===== config.mk =====
export PLATFORM = sky130hd
export DESIGN_NAME = wb_regs
export DESIGN_NICKNAME = d
export VERILOG_FILES = /design/src/design/wb_regs.sv
export VERILOG_INCLUDE_DIRS = /design/src /design/src/design
export SDC_FILE = /design/constraint.sdc
export NUM_CORES = 1
export LEC_CHECK = 0
export ABC_AREA = 1
export BUFFER_PORTS_ARGS = -buffer_cell sky130_fd_sc_hd__buf_2
export CORE_MARGIN = 1.5
export CORE_UTILIZATION = 50
export DETAILED_ROUTE_END_ITERATION = 6
export HOLD_SLACK_MARGIN = 0.06
export PLACE_DENSITY = 0.78
export SETUP_SLACK_MARGIN = 0.1
export SLEW_MARGIN = 0
export SYNTH_ARGS = -nofsm -noshare
export SYNTH_HDL_FRONTEND = slang
export SYNTH_SLANG_ARGS = --single-unit

===== constraint.sdc =====
create_clock -name clk_i -period 3.8 [get_ports clk_i]
set_input_delay 0.57 -clock clk_i [delete_from_list [all_inputs] [get_ports clk_i]]
set_output_delay 0.57 -clock clk_i [all_outputs]
set_load 0.02 [all_outputs]

===== src/design/pi1_wb_defines.svh =====
// ========================================
// Widths and sizes shared by the pi1 to Wishbone memory subsystem
// Region bit is a byte-address bit and both regions alias inside
// ========================================
`ifndef PI1_WB_DEFINES_SVH
`define PI1_WB_DEFINES_SVH

`default_nettype none

// Data word width in bits
`define PI1_WB_DATA_BITS 32

// RAM depth in words
`define PI1_WB_RAM_WORDS 256

// Number of control registers
`define PI1_WB_REG_COUNT 4

// Byte-address bit that selects RAM (0) or registers (1)
`define PI1_WB_REGION_BIT 12

`default_nettype wire

`endif


===== src/design/wb_regs.sv =====
// ========================================
// Control registers that stall every new request once
// Registers reset to zero and alias above the register count
// ========================================
`timescale 1ns/1ns
`include "pi1_wb_defines.svh"
`default_nettype none

module wb_regs (
	input  wire                              clk_i,
	input  wire                              rst_i,
	input  wire                              wb_cyc_i,
	input  wire                              wb_stb_i,
	input  wire                              wb_we_i,
	input  wire [`PI1_WB_DATA_BITS-1:0]      wb_addr_i,
	input  wire [`PI1_WB_DATA_BITS-1:0]      wb_data_i,
	input  wire [`PI1_WB_DATA_BITS/8-1:0]    wb_sel_i,
	output logic                             wb_stall_o,
	output logic                             wb_ack_o,
	output logic [`PI1_WB_DATA_BITS-1:0]     wb_data_o
);

	localparam int SEL_BITS = `PI1_WB_DATA_BITS / 8;
	localparam int OFF_BITS = $clog2(SEL_BITS);
	localparam int IDX_BITS = $clog2(`PI1_WB_REG_COUNT);

	logic [`PI1_WB_DATA_BITS-1:0] regs [`PI1_WB_REG_COUNT];
	logic [IDX_BITS-1:0]          idx;
	logic                         wait_done;
	logic                         accept;

	assign idx = wb_addr_i[OFF_BITS +: IDX_BITS];

	// First cycle of each strobe is a wait state
	assign wb_stall_o = wb_stb_i && !wait_done;
	assign accept     = wb_cyc_i && wb_stb_i && !wb_stall_o;

	always_ff @(posedge clk_i) begin
		if (rst_i) begin
			wait_done <= 1'b0;
			wb_ack_o  <= 1'b0;
		end else begin
			wait_done <= wb_cyc_i && wb_stb_i && !wait_done;
			wb_ack_o  <= accept;
		end
	end

	always_ff @(posedge clk_i) begin
		if (rst_i) begin
			for (int r = 0; r < `PI1_WB_REG_COUNT; r++)
				regs[r] <= '0;
		end else if (accept && wb_we_i) begin
			for (int b = 0; b < SEL_BITS; b++) begin
				if (wb_sel_i[b])
					regs[idx][8*b +: 8] <= wb_data_i[8*b +: 8];
			end
		end
	end

	always_ff @(posedge clk_i) begin
		if (accept && !wb_we_i)
			wb_data_o <= regs[idx];
	end

	a_ack_not_stall: assert property (@(posedge clk_i) disable iff (rst_i)
		!(wb_ack_o && wb_stall_o))
		else $error("%0t: register ack raised during a stall", $time);

endmodule

`default_nettype wire


==> impl_metrics.csv <==
group,metric,value,unit
critical_path,worstPathRequired,3.88,ns
synthesis,avgSynthCellArea,11.9,µm²
timing,slew_viol_final,0,
power_and_ir_drop,p_per_area,498,nW/µm²
drt,wl_per_cell,17.0,µm
die,ios,107,
run,maxCapViolations,0,
timing,finalCritPeriodShare,0.681,
finish,nets,715,
critical_path,critPathLaunchType,"primary input",
critical_path,crit_chain,"buf_2 > inv_2 > nand2_2 > nor2_4 > nand3_2 > nand2_4 > buf_4 > nand4_4 > nand2_1",
global_route,antenna_found_initial,2,
timing,rsz0062_at_grt,"false",
cts,cts-resized-gates,0,
synthesis,netlist_instances,569,
critical_path,max_stage_delay,0.41,ns
die,row_count,42,
timing,timing.fmax,0.387,GHz
global_route,grt_max_degree,69,
timing,max_slew_margin,0.479,
drt,antenna_left,0,
critical_path,r2r_setup_slack,1.40,ns
finish,area_growth,16.6,%
cts,htreeDepth,4,
die,die_width,119,µm
drt,drc_errors,0,
critical_path,cp.arrival,2.67,ns
timing,finalClockSkew,0.00689,ns
die,die_area,14200,µm²
synthesis,synth_area,6770,µm²
synthesis,synth_cell_types,22,
cts,root_buffer,"clkbuf_16",
timing,finalSetupTns,0,ns
power_and_ir_drop,swShare,0.222,
drt,wirelength,14200,µm
cts,cts_hold_buffers,0,
power_and_ir_drop,p_leak,0.00307,µW
critical_path,timing.rr.end,"regs[2][12]",
timing,min_period,2.59,ns
power_and_ir_drop,power,3930,µW
cts,clockBufferDepth,2,
min_path,hp-class,"in2reg",
global_route,grtUsageTotal,0.209,
synthesis,yosys_warnings,0,
min_path,hold_path.startpoint,"wb_stb_i",
timing,finalSetupViolations,0,
critical_path,cp-end-kind,"flop",
outcome,outcome,"finished clean",
synthesis,synth_fp_nets,642,
die,fp.dieH,119,µm
critical_path,cp_max_fo,36,
drt,first_pass_iters,6,
synthesis,synth.ff_latch_count,162,
timing,worst_pin_slew,0.781,ns
synthesis,synth-seq-area-share,0.716,
drt,avgViaCountPerCell,5.39,
cts,clock_latency,0.42,ns
min_path,whs_path_depth,3,
drt,via_count,4487,
global_route,grt_pass1_wl,22500,µm
critical_path,critical-path-top-delay-family,"simple AND/OR/NAND/NOR gates",
die,start_util,0.511,
timing,hold_ws,0.416,ns
cts,postCtsSetupBuffers,0,
finish,multiInputGateArea,1640,µm²
critical_path,reg2reg_depth,7,
power_and_ir_drop,pwr-share-comb,0.048,
power_and_ir_drop,p_clk_frac,0.436,
die,core,13200,µm²
placed_design,place.port_buffers,76,
cts,clkSlewWorstSetupHoldPaths,0.07,ns
finish,drive_gt1_frac,0.208,
power_and_ir_drop,power.switching,873,µW
cts,cts_buffers,17,
finish,fillers,1041,
global_route,grt_pass1_vias,4563,
cts,cts_tree,"built",
power_and_ir_drop,p_int,3050,µW
placed_design,gp_congestion,0.766,
power_and_ir_drop,vdd_drop_max,0.366,mV
critical_path,crit_slowest_cell,"nand2_4",
timing,hold_violations,0,
min_path,whs_endpoint,"wait_done",
critical_path,reg2reg_from,"wait_done",
critical_path,worstSetupPathType,"in2reg",
power_and_ir_drop,seqPwrFrac,0.516,
drt,drtIter0Drc,412,
global_route,overflow,0,
cts,clock_sinks,162,
critical_path,path_buf_inv,3,
finish,seq_area,4840,µm²
placed_design,dp_hpwl,8950,µm
per-stage QoR:
stage               instances  instance area (µm²)  utilization  worst slack (ns)
floorplan                 569                 6770            -              1.26
global placement          799                 7290        0.550             0.906
CTS                       831                 7890        0.596              1.24
global route              832                 7890        0.596              1.03
detailed placement        799                 7290        0.550             0.791
finish                    832                 7890        0.596              1.21
placed cells by master, fill, tap and decap left out, types with 2 or more instances in the layout:
cell,synthesis,final
edfxtp_1,160,160
buf_4,0,6
nand2_2,2,2
nand4_2,3,3
clkinv_4,0,4
bufinv_16,0,2
inv_6,0,6
o21ai_0,65,65
dfxtp_1,2,2
nand4_4,8,8
nor2_1,163,162
inv_1,40,40
buf_2,8,76
clkbuf_16,0,17
inv_2,2,2
nand2_1,55,55
o22ai_1,32,32
o21ai_2,3,3
kinds of logic after synthesis:
group                  after synthesis  synth area share
buffers and inverters               70            0.0420
and+or+nand+nor                    237             0.161
DFF                                162             0.716
AOI/OAI and AO/OA                  100            0.0815
state kept, by name (all words and copies together) (netlist names):
signal	count
regs	128
wait_done	1
wb_ack_o	1
wb_data_o	32
power groups by stage:
| stage | logic [µW] | registers, µW | clock network (µW) |
|---|---|---|---|
| finish | 189 | 2030 | 1710 |
| global route | 209 | 2030 | 1780 |
| CTS | 189 | 2030 | 1720 |
| detailed placement | 187 | 2060 | 0 |
| global placement | 178 | 2060 | 0 |
| floorplan | 120 | 2060 | 0 |
cell usage after synthesis:
| cell type | number | area, µm² |
|---|---|---|
| nor2_1 | 163 | 612 |
| nor3_1 | 1 | 5.00 |
| o21ai_2 | 3 | 26.3 |
| inv_1 | 40 | 150 |
| nand3_2 | 1 | 10.0 |
| nand2_1 | 55 | 206 |
| inv_2 | 2 | 7.51 |
| nand4_4 | 8 | 170 |
| nand2_2 | 2 | 12.5 |
| o22ai_1 | 32 | 200 |
| edfxtp_1 | 160 | 4800 |
| buf_8 | 1 | 15.0 |
| nand2_4 | 1 | 11.3 |
| clkbuf_1 | 16 | 60.1 |
| nand3_1 | 1 | 5.00 |
| nand4_1 | 1 | 6.26 |
| dfxtp_1 | 2 | 40.0 |
| buf_1 | 3 | 11.3 |
| nand4_2 | 3 | 37.5 |
| o21ai_0 | 65 | 325 |
| nor2_4 | 1 | 11.3 |
| buf_2 | 8 | 40.0 |
layer usage:
metal	track usage	routed length [µm]
met5	0	0
met4	0.0930	363
met3	0.0541	994
met2	0.356	7190
met1	0.251	5610
cell type report:
class / count / area share
Tap cell: 176 / 0.0279
Antenna cell: 1 / 0.000317
Sequential cell: 162 / 0.614
Clock buffer: 17 / 0.0539
Inverter: 42 / 0.0200
Timing Repair Buffer: 82 / 0.0539
Multi-Input combinational cell: 337 / 0.208
Clock inverter: 15 / 0.0217
worst max path at each step:
stage / from / cells past startpoint / slack [ns] / endpoint
finish: rst_i / 9 / 1.21 / regs[2][12]
global route: rst_i / 9 / 1.03 / regs[2][15]
CTS: rst_i / 9 / 1.24 / regs[2][12]
detailed placement: rst_i / 9 / 0.79 / regs[2][12]
global placement: rst_i / 9 / 0.91 / regs[2][11]
floorplan: wb_cyc_i / 2 / 1.26 / wb_data_o[0]
worst min-delay path, cell delays in order:
cell,delay [ns]
buf_2,0.12
inv_1,0.06
nor3_1,0.05
Note: power is estimated with default switching activity, not from simulation.
