File: src/design/pi1_wb_defines.svh
// ========================================
// Widths and sizes shared by the pi1 to Wishbone memory subsystem
// Region bit is a byte-address bit and both regions alias inside
// ========================================
`ifndef PI1_WB_DEFINES_SVH
`define PI1_WB_DEFINES_SVH

`default_nettype none

// Data word width in bits
`define PI1_WB_DATA_BITS 32

// RAM depth in words
`define PI1_WB_RAM_WORDS 256

// Number of control registers
`define PI1_WB_REG_COUNT 4

// Byte-address bit that selects RAM (0) or registers (1)
`define PI1_WB_REGION_BIT 12

`default_nettype wire

`endif

File: src/design/pi1_wb_pkg.sv
// ========================================
// Operation and region types for the pi1 memory subsystem
// ========================================
`default_nettype none

package pi1_wb_pkg;

	// pi1 operation codes as driven on pi1_op_i
	typedef enum logic [1:0] {
		PI_NOP = 2'b00,
		PI_WR  = 2'b01,
		PI_RD  = 2'b10,
		PI_RW  = 2'b11
	} pi_op_e;

	// Slave region picked by the region bit
	typedef enum logic {
		REGION_RAM  = 1'b0,
		REGION_REGS = 1'b1
	} wb_region_e;

endpackage

`default_nettype wire

File: src/design/pi1_to_wb.sv
// ========================================
// One pi1 operation outstanding at a time
// RW reads first and writes back after the read ack
// ========================================
`timescale 1ns/1ns
`include "pi1_wb_defines.svh"
`default_nettype none

module pi1_to_wb (
	input  wire                              clk_i,
	input  wire                              rst_i,
	input  wire pi1_wb_pkg::pi_op_e          pi1_op_i,
	input  wire [`PI1_WB_DATA_BITS-3:0]      pi1_addr_i,
	input  wire [`PI1_WB_DATA_BITS-1:0]      pi1_data_i,
	input  wire [`PI1_WB_DATA_BITS/8-1:0]    pi1_sel_i,
	output logic [`PI1_WB_DATA_BITS-1:0]     pi1_data_o,
	output logic                             pi1_rdy_o,
	output logic                             wb_cyc_o,
	output logic                             wb_stb_o,
	output logic                             wb_we_o,
	output logic [`PI1_WB_DATA_BITS-1:0]     wb_addr_o,
	output logic [`PI1_WB_DATA_BITS-1:0]     wb_data_o,
	output logic [`PI1_WB_DATA_BITS/8-1:0]   wb_sel_o,
	input  wire                              wb_stall_i,
	input  wire                              wb_ack_i,
	input  wire [`PI1_WB_DATA_BITS-1:0]      wb_data_i
);

	localparam int SEL_BITS = `PI1_WB_DATA_BITS / 8;
	localparam int OFF_BITS = $clog2(SEL_BITS);

	logic                           rw_pending;
	pi1_wb_pkg::pi_op_e             op_hold;
	logic [`PI1_WB_DATA_BITS-1:0]   rd_hold;
	logic [OFF_BITS-1:0]            byte_off;
	logic [`PI1_WB_DATA_BITS-1:0]   byte_addr;

	// Lowest selected lane gives the byte offset
	always_comb begin
		byte_off = '0;
		for (int i = SEL_BITS - 1; i >= 0; i--) begin
			if (pi1_sel_i[i])
				byte_off = OFF_BITS'(i);
		end
	end

	assign byte_addr = {pi1_addr_i, byte_off};

	// Ready when idle or when the final ack of the operation arrives
	assign pi1_rdy_o = !wb_cyc_o || (wb_ack_i && !rw_pending);

	// Swap returns the word captured at the read-phase ack
	assign pi1_data_o = (op_hold == pi1_wb_pkg::PI_RW) ? rd_hold : wb_data_i;

	always_ff @(posedge clk_i) begin
		if (rst_i) begin
			wb_cyc_o   <= 1'b0;
			wb_stb_o   <= 1'b0;
			rw_pending <= 1'b0;
		end else if (pi1_rdy_o) begin
			op_hold   <= pi1_op_i;
			wb_addr_o <= byte_addr;
			wb_data_o <= pi1_data_i;
			wb_sel_o  <= pi1_sel_i;
			case (pi1_op_i)
				pi1_wb_pkg::PI_RD: begin
					wb_cyc_o <= 1'b1;
					wb_stb_o <= 1'b1;
					wb_we_o  <= 1'b0;
				end
				pi1_wb_pkg::PI_WR: begin
					wb_cyc_o <= 1'b1;
					wb_stb_o <= 1'b1;
					wb_we_o  <= 1'b1;
				end
				pi1_wb_pkg::PI_RW: begin
					wb_cyc_o   <= 1'b1;
					wb_stb_o   <= 1'b1;
					wb_we_o    <= 1'b0;
					rw_pending <= 1'b1;
				end
				default: begin
					wb_cyc_o <= 1'b0;
					wb_stb_o <= 1'b0;
					wb_we_o  <= 1'b0;
				end
			endcase
		end else if (rw_pending && wb_ack_i) begin
			// Read phase done so issue the write-back
			rd_hold    <= wb_data_i;
			wb_stb_o   <= 1'b1;
			wb_we_o    <= 1'b1;
			rw_pending <= 1'b0;
		end else if (!wb_stall_i) begin
			wb_stb_o <= 1'b0;
		end
	end

	a_stb_in_cyc: assert property (@(posedge clk_i) disable iff (rst_i)
		wb_stb_o |-> wb_cyc_o)
		else $error("%0t: wb_stb_o high without wb_cyc_o", $time);

	// Slaves must not ack outside a cycle
	a_no_stray_ack: assert property (@(posedge clk_i) disable iff (rst_i)
		!wb_cyc_o |-> !wb_ack_i)
		else $error("%0t: wb_ack_i seen while wb_cyc_o is low", $time);

endmodule

`default_nettype wire

File: config.mk
export PLATFORM = sky130hd
export DESIGN_NAME = pi1_to_wb
export DESIGN_NICKNAME = d
export VERILOG_FILES = /design/src/design/pi1_wb_pkg.sv /design/src/design/pi1_to_wb.sv
export VERILOG_INCLUDE_DIRS = /design/src /design/src/design
export SDC_FILE = /design/constraint.sdc
export NUM_CORES = 1
export LEC_CHECK = 0
export ABC_AREA = 1
export BUFFER_PORTS_ARGS = -buffer_cell sky130_fd_sc_hd__buf_2
export CAP_MARGIN = 20
export CORE_ASPECT_RATIO = 0.8
export CORE_MARGIN = 4
export CORE_UTILIZATION = 48
export DETAILED_ROUTE_END_ITERATION = 8
export GPL_TIMING_DRIVEN = 0
export PLACE_DENSITY = 0.94
export SLEW_MARGIN = 20
export SYNTH_ARGS = -nofsm -noshare
export SYNTH_HDL_FRONTEND = slang
export SYNTH_SLANG_ARGS = --single-unit
File: constraint.sdc
create_clock -name clk_i -period 16.4 [get_ports clk_i]
set_input_delay 4.92 -clock clk_i [delete_from_list [all_inputs] [get_ports clk_i]]
set_output_delay 4.92 -clock clk_i [all_outputs]
set_load 0.005 [all_outputs]
==> metrics.yaml <==
avgSynthCellArea_um2: 22.28
pre_cts_ws_ns: 6.024
grt_first_pass_wirelength_um: 14100
ys_seq_area_frac: 0.8227
cts_hold_buf: 0
cp-start-kind: "input port"
ir_drop_mv: 0.05686
mostFrequentLayoutCell: "buf_2"
drive_gt1_frac: 0.6667
fmax_mhz: 96.32
syn_area_um2: 3832
die_height_um: 87.92
critPathMaxFanout: 4
tns_ns: 0
seq_area_um2: 3153
worst-path-buf-inv: 2
ys_types: 17
synth_top_area_frac: 0.8071
cts_setup_buffers: 0
n_fill_cell: 506
syn_to_final_growth_pct: 39.14
required_ns: 11.48
drv_slew: 0
dieArea_um2: 9487
root_buffer: "clkbuf_8"
dp_hpwl_um: 7998
gr-total-overflow: 0
setup_viol: 0
vias_per_cell: 4.823
htreeDepth: 3
routed_wl_um: 9838
ant_nets: 0
grt_max_degree: 30
power_leakage_nw: 2.364
holdCritPathClass: "reg2reg"
via_count: 2431
clk_path_buf_depth: 2
multiInputGateArea_um2: 615.6
yosysWarnings: 0
die_w_um: 107.9
syn_inst: 172
gp_congestion: 0.8974
io_buffers: 207
synthTopCellsByArea: "edfxtp_1 81%, mux2_4 12%, buf_12 1.6%"
crit_family: "simple AND/OR/NAND/NOR gates"
final_core_util: 0.7047
drt_iter0_drc: 104
slowest_stage: "nand2_1"
hold_violations: 0
layout_common_cells: "207 x buf_2, 103 x edfxtp_1, 30 x mux2_4, 9 x clkbuf_8"
rows: 28
grt_pass1_vias: 2489
post-route-worst-setup-slack_ns: 6.018
worstSetupPathType: "in2out"
start_util: 0.5064
cp_slowest_stage_delay_ns: 0.17
max_cap_viol_count: 0
crit_top_cell: "buf_2"
status: "complete, no violations"
cts.clk_slew.worst_paths_ns: 0.10
cts_tree: "yes"
grt_antenna_before_repair: 0
power-per-cell-area_nw_per_um2: 102.2
synth-seq-cells: 106
arrival_ns: 5.46
ios: 208
clk_latency_ns: 0.36
drc: 0
rsz0062_at_grt: "false"
core_area_um2: 7567
cp-end-kind: "output pin"
slew_headroom: 0.7089
numCtsBuffers: 9
period_needed_ns: 10.38
track_usage: 0.2067
yosysTopAreaCell: "edfxtp_1"
fin_nets: 498
skew_ns: 0.01028
diodes: 0
post_drt_wl_per_cell_um: 19.52
first_pass_iters: 4
synthesis.nets: 276
tightest_slew_ns: 0.4357
path_cells: "buf_2 -> nand2_1 -> nand2_2 -> buf_2"
cts.sink_count: 106
finalCritPeriodShare: 0.6330
cts_resized: 0
## final cells by class
type / count / area share
clock buffers: 10 / 0.02393
clock inverters: 6 / 0.01572
inverters: 6 / 0.004223
well taps: 105 / 0.02464
plain buffers: 3 / 0.01126
flip-flops and latches: 106 / 0.5913
repair buffers: 211 / 0.2135
multi-input cells: 57 / 0.1154
## worst register-to-register path, stage by stage (launching register included)
cell	delay, ns
dfxtp_1	0.36
inv_1	0.06
nand2_1	0.13
a21oi_4	0.42
buf_16	0.22
buf_16	0.20
## Yosys cell counts
cell and number:
nand2_1 6, mux2_2 2, nand3_1 4, a21oi_1 3
or2_2 1, dfxtp_1 3, o21ai_0 1, nor3_1 1
buf_12 3, inv_1 6, mux2_4 30, nand2_4 1
edfxtp_1 103, nand4_1 1, nor2_1 5, nand2_2 1
o21bai_1 1
## registers in the layout (all words and copies together) (netlist names)
signal / cells
op_hold: 2
rd_hold: 32
wb_we_o: 1
wb_sel_o: 4
wb_cyc_o: 1
wb_data_o: 32
wb_addr_o: 32
rw_pending: 1
wb_stb_o: 1
## power breakdown
group          switching, mW  leakage [nW]  internal, mW
registers            0.00422         0.998         0.313
clock network         0.0902         0.106        0.0745
logic                 0.0286          1.26        0.0346
total                  0.123          2.36         0.422
## layer usage
| metal | vias to the layer above | track usage | wire [um] |
|---|---|---|---|
| li1 | 1105 | - | - |
| met1 | 1178 | 0.2329 | 3544 |
| met5 | - | 0 | 0 |
| met4 | 0 | 0.06651 | 252 |
| met2 | 128 | 0.3787 | 5370 |
| met3 | 20 | 0.06338 | 669 |
## logic make-up (layout without fill, tap and decap cells)
group	count (synthesis)	after routing	share of synthesized area
flip-flops	106	106	0.8227
multiplexers	32	32	0.1234
AND/OR/NAND/NOR	20	20	0.02514
buffers and inverters	9	236	0.02155
AO/OA/AOI/OAI	5	5	0.007181
## final timing paths
check / from / depth (start not counted) / end / slack, ns
max reg2reg: rw_pending$_SDFFE_PP0P_ / 5 / wb_data_o[4]$_DFFE_PP_ / 14.72
min: wb_stb_o$_SDFFE_PP0P_ / 2 / wb_stb_o$_SDFFE_PP0P_ / 0.51
max: wb_ack_i / 4 / pi1_rdy_o / 6.02
min reg2reg: wb_stb_o$_SDFFE_PP0P_ / 2 / wb_stb_o$_SDFFE_PP0P_ / 0.51
## per-stage QoR
step	power [mW]	instances	cell area [um2]	hold slack (ns)
6_report	0.5448	504	5333	0.5143
5_1_grt	0.5687	504	5333	0.5763
4_1_cts	0.5511	504	5333	0.5166
3_5_place_dp	0.3873	488	5121	0.4917
3_3_place_gp	0.3805	484	5000	0.4877
2_1_floorplan	0.3477	172	3832	0.4754
(Power assumes the default switching activity.)
