### src/design/pi1_wb_defines.svh
// ========================================
// Widths and sizes shared by the pi1 to Wishbone memory subsystem
// Region bit is a byte-address bit and both regions alias inside
// ========================================
`ifndef PI1_WB_DEFINES_SVH
`define PI1_WB_DEFINES_SVH

`default_nettype none

// Data word width in bits
`define PI1_WB_DATA_BITS 32

// RAM depth in words
`define PI1_WB_RAM_WORDS 256

// Number of control registers
`define PI1_WB_REG_COUNT 4

// Byte-address bit that selects RAM (0) or registers (1)
`define PI1_WB_REGION_BIT 12

`default_nettype wire

`endif

### src/design/pi1_wb_pkg.sv
// ========================================
// Operation and region types for the pi1 memory subsystem
// ========================================
`default_nettype none

package pi1_wb_pkg;

	// pi1 operation codes as driven on pi1_op_i
	typedef enum logic [1:0] {
		PI_NOP = 2'b00,
		PI_WR  = 2'b01,
		PI_RD  = 2'b10,
		PI_RW  = 2'b11
	} pi_op_e;

	// Slave region picked by the region bit
	typedef enum logic {
		REGION_RAM  = 1'b0,
		REGION_REGS = 1'b1
	} wb_region_e;

endpackage

`default_nettype wire

### src/design/wb_decoder.sv
// ========================================
// Combinational router between the bridge and two slaves
// ========================================
`timescale 1ns/1ns
`include "pi1_wb_defines.svh"
`default_nettype none

module wb_decoder (
	input  wire                              wb_stb_i,
	input  wire [`PI1_WB_DATA_BITS-1:0]      wb_addr_i,
	output logic                             wb_stall_o,
	output logic                             wb_ack_o,
	output logic [`PI1_WB_DATA_BITS-1:0]     wb_data_o,
	output logic                             ram_stb_o,
	input  wire                              ram_stall_i,
	input  wire                              ram_ack_i,
	input  wire [`PI1_WB_DATA_BITS-1:0]      ram_data_i,
	output logic                             regs_stb_o,
	input  wire                              regs_stall_i,
	input  wire                              regs_ack_i,
	input  wire [`PI1_WB_DATA_BITS-1:0]      regs_data_i
);

	pi1_wb_pkg::wb_region_e region;

	always_comb begin
		if (wb_addr_i[`PI1_WB_REGION_BIT])
			region = pi1_wb_pkg::REGION_REGS;
		else
			region = pi1_wb_pkg::REGION_RAM;
	end

	// Strobe goes to the addressed slave only
	assign ram_stb_o  = wb_stb_i && (region == pi1_wb_pkg::REGION_RAM);
	assign regs_stb_o = wb_stb_i && (region == pi1_wb_pkg::REGION_REGS);

	assign wb_stall_o = (region == pi1_wb_pkg::REGION_REGS) ? regs_stall_i : ram_stall_i;

	// Ack and data come from whichever slave answers
	assign wb_ack_o  = ram_ack_i || regs_ack_i;
	assign wb_data_o = regs_ack_i ? regs_data_i : ram_data_i;

	always_comb begin
		a_one_ack: assert (!(ram_ack_i === 1'b1 && regs_ack_i === 1'b1))
			else $error("%0t: RAM and register acks high together", $time);
	end

endmodule

`default_nettype wire

### config.mk
export PLATFORM = sky130hd
export DESIGN_NAME = wb_decoder
export DESIGN_NICKNAME = d
export VERILOG_FILES = /design/src/design/pi1_wb_pkg.sv /design/src/design/wb_decoder.sv
export VERILOG_INCLUDE_DIRS = /design/src /design/src/design
export SDC_FILE = /design/constraint.sdc
export NUM_CORES = 1
export LEC_CHECK = 0
export BUFFER_PORTS_ARGS = -buffer_cell sky130_fd_sc_hd__buf_4
export CORE_AREA = 2 2 53 55
export DETAILED_ROUTE_END_ITERATION = 12
export DIE_AREA = 0 0 55 57
export PLACE_DENSITY = 0.78
export SYNTH_ARGS = -nofsm -noshare
export SYNTH_HDL_FRONTEND = slang
export SYNTH_SLANG_ARGS = --single-unit
### constraint.sdc
create_clock -name vclk -period 1.1
set_input_delay 0.055 -clock vclk [all_inputs]
set_output_delay 0.055 -clock vclk [all_outputs]
set_load 0.03 [all_outputs]
==> results of run 1 <==
logic make-up (layout without fill, tap and decap cells):
| kind of cell | Yosys count | in the layout | synth area share [%] |
|---|---|---|---|
| muxes | 33 | 33 | 84.2 |
| buffers and inverters | 4 | 109 | 12.5 |
| and+or+nand+nor | 3 | 3 | 3.29 |
area by class of cell:
type / instances / area share [%]
multi-input cells: 36 / 36.1
repair buffers: 109 / 61.1
well taps: 31 / 2.81
how the worst max path moves through the flow:
stage,depth (start not counted),startpoint,to
CTS,4,regs_ack_i,wb_data_o[25]
detailed placement,4,regs_ack_i,wb_data_o[25]
finish,4,regs_ack_i,wb_data_o[25]
global placement,4,regs_ack_i,wb_data_o[6]
global route,4,regs_ack_i,wb_data_o[3]
floorplan,3,regs_ack_i,wb_data_o[10]
stage by stage:
step / setup slack (ns) / utilization [%] / hold slack, ns / std cells
2_1_floorplan: 0.380 / - / 0.220 / 40
3_3_place_gp: 0.146 / 52.8 / 0.387 / 176
3_5_place_dp: 0.134 / 52.8 / 0.394 / 176
4_1_cts: 0.134 / 52.8 / 0.394 / 176
5_1_grt: 0.107 / 52.8 / 0.415 / 176
6_report: 0.138 / 52.8 / 0.393 / 176
per-layer routing:
| metal | global-route usage (%) | vias up |
|---|---|---|
| met1 | 9.13 | 334 |
| met2 | 23.3 | 53 |
| li1 | - | 359 |
| met3 | 0.524 | 0 |
| met5 | 0 | - |
| met4 | 1.05 | 0 |
cell usage after synthesis:
| cell | n | area [um2] |
|---|---|---|
| and2_1 | 1 | 6.26 |
| buf_12 | 3 | 60.1 |
| buf_6 | 1 | 11.3 |
| mux2_2 | 4 | 45.0 |
| mux2_4 | 29 | 435 |
| nor2b_1 | 1 | 6.26 |
| or2_1 | 1 | 6.26 |
critical path, cell delays in order:
cell and delay (ns):
buf_4 0.18, buf_12 0.18, mux2_4 0.31, buf_4 0.17
where the power goes:
part           internal (mW)  switching, mW  total, mW
combinational          0.430          0.336      0.767
clock                      0              0          0
sequential                 0              0          0
==> results.py, run 1 <==
metrics = {
    "place": {
        "dpl-instance-area_mm2": 0.00138,
        "io_buffers": 106,
        "gp_congestion": 0.634,
        "post-dp-hpwl_um": 1880,
    },
    "routing": {
        "ant_nets": 0,
        "wl_met1_um": 592,
        "wl_um": 2080,
        "drt_iter0_drc": 3,
        "dr.pass1.iters": 2,
        "drcViolationCount": 0,
        "wire_per_inst_um": 11.8,
        "route.met2.wl_um": 1240,
        "via_count": 746,
        "top_layer": "met3",
        "wl_met3_um": 240,
        "viasPerCell": 4.24,
    },
    "die": {
        "rows": 19,
        "start_util_pct": 21.8,
        "core_area_mm2": 0.00262,
        "fp.dieW_um": 55,
        "die_h_um": 57,
        "die_area_mm2": 0.00314,
        "ios": 137,
    },
    "power_and_ir_drop": {
        "p_leak_nw": 0.794,
        "power_mw": 0.767,
        "ir_drop_v": 0.000357,
        "power_density_mw_per_mm2": 555,
    },
    "global_routing": {
        "grt_use_total_pct": 10.3,
        "grt_pass1_wl_um": 2550,
        "grt_antenna_before_repair": 0,
        "grt_pass1_vias": 666,
        "grt_max_degree": 15,
        "grt.overflow.total": 0,
    },
    "timing": {
        "max_freq_mhz": 1040,
        "setup_viol": 0,
        "slew_violations": 0,
        "rsz0062_at_grt": "false",
        "tns_ns": 0,
        "period_share_pct": 87.5,
        "slew_headroom_pct": 89.2,
        "min_period_ns": 0.962,
        "worst_slew_pin_slew_ns": 0.162,
        "finalHoldViolations": 0,
    },
    "logic_synthesis": {
        "yosysSeqAreaShare_pct": 0,
        "synthesis.nets": 141,
        "ys.warnings.count": 0,
        "synthCells": 40,
        "syn_area_um2": 571,
        "synth_cell_types": 7,
        "synth.avg_cell_area_um2": 14.3,
    },
    "critical_path": {
        "critPathKind": "in2out",
        "critPathLaunchType": "input port",
        "critPathArrivalTime_ns": 0.91,
        "crit_path_end_kind": "output pin",
        "crit_required_ns": 1.04,
        "cp_max_fo": 14,
    },
    "finish": {
        "nClkBuffers": 0,
        "multi_input_area_um2": 499,
        "drive_above_1_share_pct": 97.9,
        "areaGrowthSynthToFinish_pct": 142,
        "nNetsFinal": 248,
        "seqCellArea_um2": 0,
        "diodes": 0,
        "fillers": 236,
        "final_area_mm2": 0.00138,
        "layout_commonest_cell": "buf_4",
        "layout_common_cells": "buf_4, mux2_4, mux2_2",
        "design.seq.count": 0,
    },
    "min_path": {
        "hold_path_class": "in2out",
        "worst_hold_path.endpoint": "ram_stb_o",
        "hp-start": "wb_addr_i[12]",
        "worstHoldPathCells": 3,
    },
    "run_status": {
        "status": "finished clean",
    },
    "clocking": {
        "cts_hold_buf": 0,
        "cts-resized-gates": 0,
        "cts_setup_buffers": 0,
    },
    "run": {
        "max_cap_violations": 0,
    },
}
(Power assumes the default switching activity.)
==> run 2: changes to the inputs <==
- clock period: 1.1 -> 0.9 ns (I/O delays scaled with it)
==> run 2 against run 1 <==
Against the previous run:
- non-clock buffer count is the same
- largest power group unchanged
- sequential share of layout area is the same
- setup slack lost 0.086 ns
- final area grew 1.7%
- sequential cell count is the same
- combinational power grew 24%
- global-route usage grew 0.36 points
==> results.py, run 2 (same netlist as run 1, synthesis figures left out) <==
metrics = {
    "run_status": {
        "status": "finished clean",
    },
    "die": {
        "fp.dieW_um": 55,
        "ios": 137,
        "die_h_um": 57,
        "rows": 19,
        "start_util_pct": 21.8,
        "core_area_mm2": 0.00262,
        "die_area_mm2": 0.00314,
    },
    "critical_path": {
        "crit_required_ns": 0.85,
        "critPathKind": "in2out",
        "crit_path_end_kind": "output pin",
        "critPathArrivalTime_ns": 0.80,
        "cp_max_fo": 10,
        "critPathLaunchType": "input port",
    },
    "finish": {
        "seqCellArea_um2": 0,
        "layout_common_cells": "buf_4, mux2_4, mux2_2",
        "layout_commonest_cell": "buf_4",
        "final_cells": 176,
        "final_area_mm2": 0.00141,
        "nClkBuffers": 0,
        "utilization_pct": 53.7,
        "design.seq.count": 0,
        "areaGrowthSynthToFinish_pct": 146,
        "diodes": 0,
        "drive_above_1_share_pct": 97.9,
        "nNetsFinal": 248,
    },
    "routing": {
        "drt_iter0_drc": 1,
        "wl_um": 2160,
        "viasPerCell": 4.27,
        "drcViolationCount": 0,
        "wire_per_inst_um": 12.3,
        "via_count": 751,
        "ant_nets": 0,
        "dr.pass1.iters": 2,
    },
    "place": {
        "gp_congestion": 0.643,
        "dpl-instance-area_mm2": 0.00136,
        "pre_cts_ws_ns": -0.0182,
        "dpl.cell_count": 175,
        "post-dp-hpwl_um": 1800,
        "io_buffers": 106,
    },
    "clocking": {
        "cts_hold_buf": 0,
    },
    "global_routing": {
        "met1_usage_pct": 9.78,
        "grt_max_degree": 22,
        "grt_pass1_vias": 661,
        "grt_pass1_wl_um": 2640,
        "met3_usage_pct": 0.262,
        "grt_antenna_before_repair": 0,
        "use_met2_pct": 24.5,
        "grt_use_total_pct": 10.6,
        "grt-busiest-layer": "met2",
        "grt.overflow.total": 0,
    },
    "timing": {
        "setup_viol": 0,
        "worst_slew_pin_slew_ns": 0.109,
        "setup_ws_ns": 0.0519,
        "slew_violations": 0,
        "max_freq_mhz": 1180,
        "finalHoldViolations": 0,
        "rsz0062_at_grt": "false",
        "slew_headroom_pct": 92.7,
        "period_share_pct": 94.2,
        "min_period_ns": 0.848,
        "fin_hold_ws_ns": 0.376,
        "tns_ns": 0,
    },
    "min_path": {
        "worstHoldPathCells": 3,
        "hold_path_class": "in2out",
    },
    "power_and_ir_drop": {
        "ir_drop_v": 0.000419,
        "power_density_mw_per_mm2": 678,
        "p_leak_nw": 0.806,
        "power_mw": 0.953,
    },
    "run": {
        "max_cap_violations": 0,
    },
}
run 2: cell count changes in the layout (fill, tap and decap cells not counted):
cell and delta:
buf_12 -1, buf_4 -3, buf_6 +2, buf_8 +1, clkbuf_16 +1, mux2_2 -1
mux2_4 +1
run 2: final cells by class:
cell class | instances | area, um2
Fill cell | 229 | 1210
Tap cell | 31 | 38.8
Multi-Input combinational cell | 36 | 503
Timing Repair Buffer | 109 | 863
run 2: layer usage:
layer,vias to the layer above,part of all wire (%)
met3,0,11
met1,339,31
met2,53,57
li1,359,-
met5,-,0
met4,0,0
run 2: final timing paths:
| check | endpoint | slack, ns | from |
|---|---|---|---|
| max | wb_data_o[24] | 0.05 | regs_ack_i |
| min | ram_stb_o | 0.38 | wb_addr_i[12] |
run 2: timing repair:
action	CTS	global route
gates resized for setup	3	2
endpoints found under the setup margin	11	19
setup buffers	0	0
cloned	0	1
pin swaps	0	0
run 2: worst max-delay path, stage by stage:
cell,delay [ns]
buf_6,0.11
clkbuf_16,0.17
mux2_4,0.30
buf_4,0.17
run 2: report_power, final:
part           switching (mW)  internal (mW)
Combinational           0.416          0.537
Clock                       0              0
Sequential                  0              0
Total                   0.416          0.537
==> run 3: changes to the inputs <==
- MAX_ROUTING_LAYER: not set -> met4
==> run 3 against run 2 <==
Against the previous run:
- final cell count unchanged
- routed wire length hardly changed
- combinational power about the same
- sequential cell count is the same
- total power barely moved
- utilization unchanged
- die area stayed put
- via count up 0.40%
- clock-buffer cell count is the same
- largest cell class unchanged
==> results.py, run 3 (same netlist as run 1, synthesis figures left out) <==
metrics = {
    "global_routing": {
        "grt_use_total_pct": 11.0,
        "grt_antenna_before_repair": 0,
        "grt_pass1_vias": 659,
        "grt.overflow.total": 0,
        "grt_pass1_wl_um": 2640,
        "grt_max_degree": 22,
    },
    "die": {
        "fp.dieW_um": 55,
        "ios": 137,
        "die_area_mm2": 0.00314,
        "start_util_pct": 21.8,
        "core_area_mm2": 0.00262,
        "rows": 19,
        "die_h_um": 57,
    },
    "routing": {
        "viasPerCell": 4.28,
        "ant_nets": 0,
        "wl_um": 2160,
        "route.met2.wl_um": 1230,
        "via_count": 754,
        "wire_per_inst_um": 12.2,
        "wl_met1_um": 676,
        "drt_iter0_drc": 0,
        "dr.pass1.iters": 1,
        "top_layer": "met3",
        "drcViolationCount": 0,
        "wl_met3_um": 244,
    },
    "min_path": {
        "worst_hold_path.endpoint": "ram_stb_o",
        "worstHoldPathCells": 3,
        "hp-start": "wb_addr_i[12]",
        "hold_path_class": "in2out",
    },
    "run_status": {
        "status": "finished clean",
    },
    "finish": {
        "nNetsFinal": 248,
        "nClkBuffers": 0,
        "layout_commonest_cell": "buf_4",
        "layout_common_cells": "buf_4, mux2_4, mux2_2",
        "seqCellArea_um2": 0,
        "design.seq.count": 0,
        "diodes": 0,
        "drive_above_1_share_pct": 97.9,
        "areaGrowthSynthToFinish_pct": 146,
        "fillers": 229,
    },
    "critical_path": {
        "cp.depth": 4,
        "cp_max_fo": 10,
        "critPathLaunchType": "input port",
        "critPathArrivalTime_ns": 0.80,
        "cp_top_family": "buffers and inverters",
        "crit_path_end_kind": "output pin",
        "max_stage_delay_ns": 0.30,
        "worstPathCellList": "buf_6, clkbuf_16, mux2_4, buf_4",
        "critPathKind": "in2out",
        "path_buf_inv": 3,
        "crit_path_top_delay_cell": "mux2_4",
        "crit_required_ns": 0.85,
    },
    "power_and_ir_drop": {
        "power_density_mw_per_mm2": 678,
        "ir_drop_v": 0.000419,
        "p_leak_nw": 0.806,
        "power_mw": 0.953,
    },
    "timing": {
        "setup_ws_ns": 0.0513,
        "slew_violations": 0,
        "min_period_ns": 0.849,
        "worst_slew_pin_slew_ns": 0.107,
        "max_freq_mhz": 1180,
        "finalHoldViolations": 0,
        "setup_viol": 0,
        "tns_ns": 0,
        "rsz0062_at_grt": "false",
        "period_share_pct": 94.3,
        "slew_headroom_pct": 92.8,
    },
    "clocking": {
        "cts_setup_buffers": 0,
        "cts_hold_buf": 0,
    },
    "place": {
        "pre_cts_ws_ns": -0.0182,
        "gp_congestion": 0.649,
        "post-dp-hpwl_um": 1800,
        "io_buffers": 106,
    },
    "run": {
        "max_cap_violations": 0,
    },
}
[run 3: how the worst max path moves through the flow]
stage / startpoint / end
2_1_floorplan: regs_ack_i / wb_data_o[10]
3_3_place_gp: regs_ack_i / wb_data_o[31]
3_5_place_dp: regs_ack_i / wb_data_o[12]
4_1_cts: regs_ack_i / wb_data_o[30]
5_1_grt: regs_ack_i / wb_data_o[27]
6_report: regs_ack_i / wb_data_o[24]
[run 3: timing repair]
action / 4_1_cts / 5_1_grt
endpoints found under the setup margin: 11 / 19
cloned: 0 / 1
resized for setup: 3 / 2
[run 3: per-layer routing]
layer  up-vias  track usage [%]
li1        360                -
met1       341             9.78
met2        53             24.5
met3         0            0.262
met4         0                0
met5         -                -
[run 3: cell type report]
cell class | instances | area, um2 | share of cell area (%)
tap | 31 | 38.8 | 2.76
multi-input combinational | 36 | 503 | 35.8
timing repair buffer | 109 | 863 | 61.4
[run 3: where the power goes]
part	switching [mW]	leakage [nW]	internal, mW
logic	0.416	0.806	0.537
clock network	0	0	0
registers	0	0	0
total	0.416	0.806	0.537
[run 3: stage by stage]
stage | std cells | hold WS (ns) | instance area (um2) | util (%)
finish | 176 | 0.376 | 1410 | 53.7
global route | 176 | 0.389 | 1410 | 53.7
CTS | 175 | 0.378 | 1370 | 52.5
detailed placement | 175 | 0.378 | 1360 | 52.1
global placement | 175 | 0.366 | 1360 | 52.1
floorplan | 40 | 0.200 | 571 | -
[run 3: tightest hold or removal path, cell delays in order]
cell and delay [ns]:
buf_4 0.09, nor2b_1 0.04, buf_4 0.16
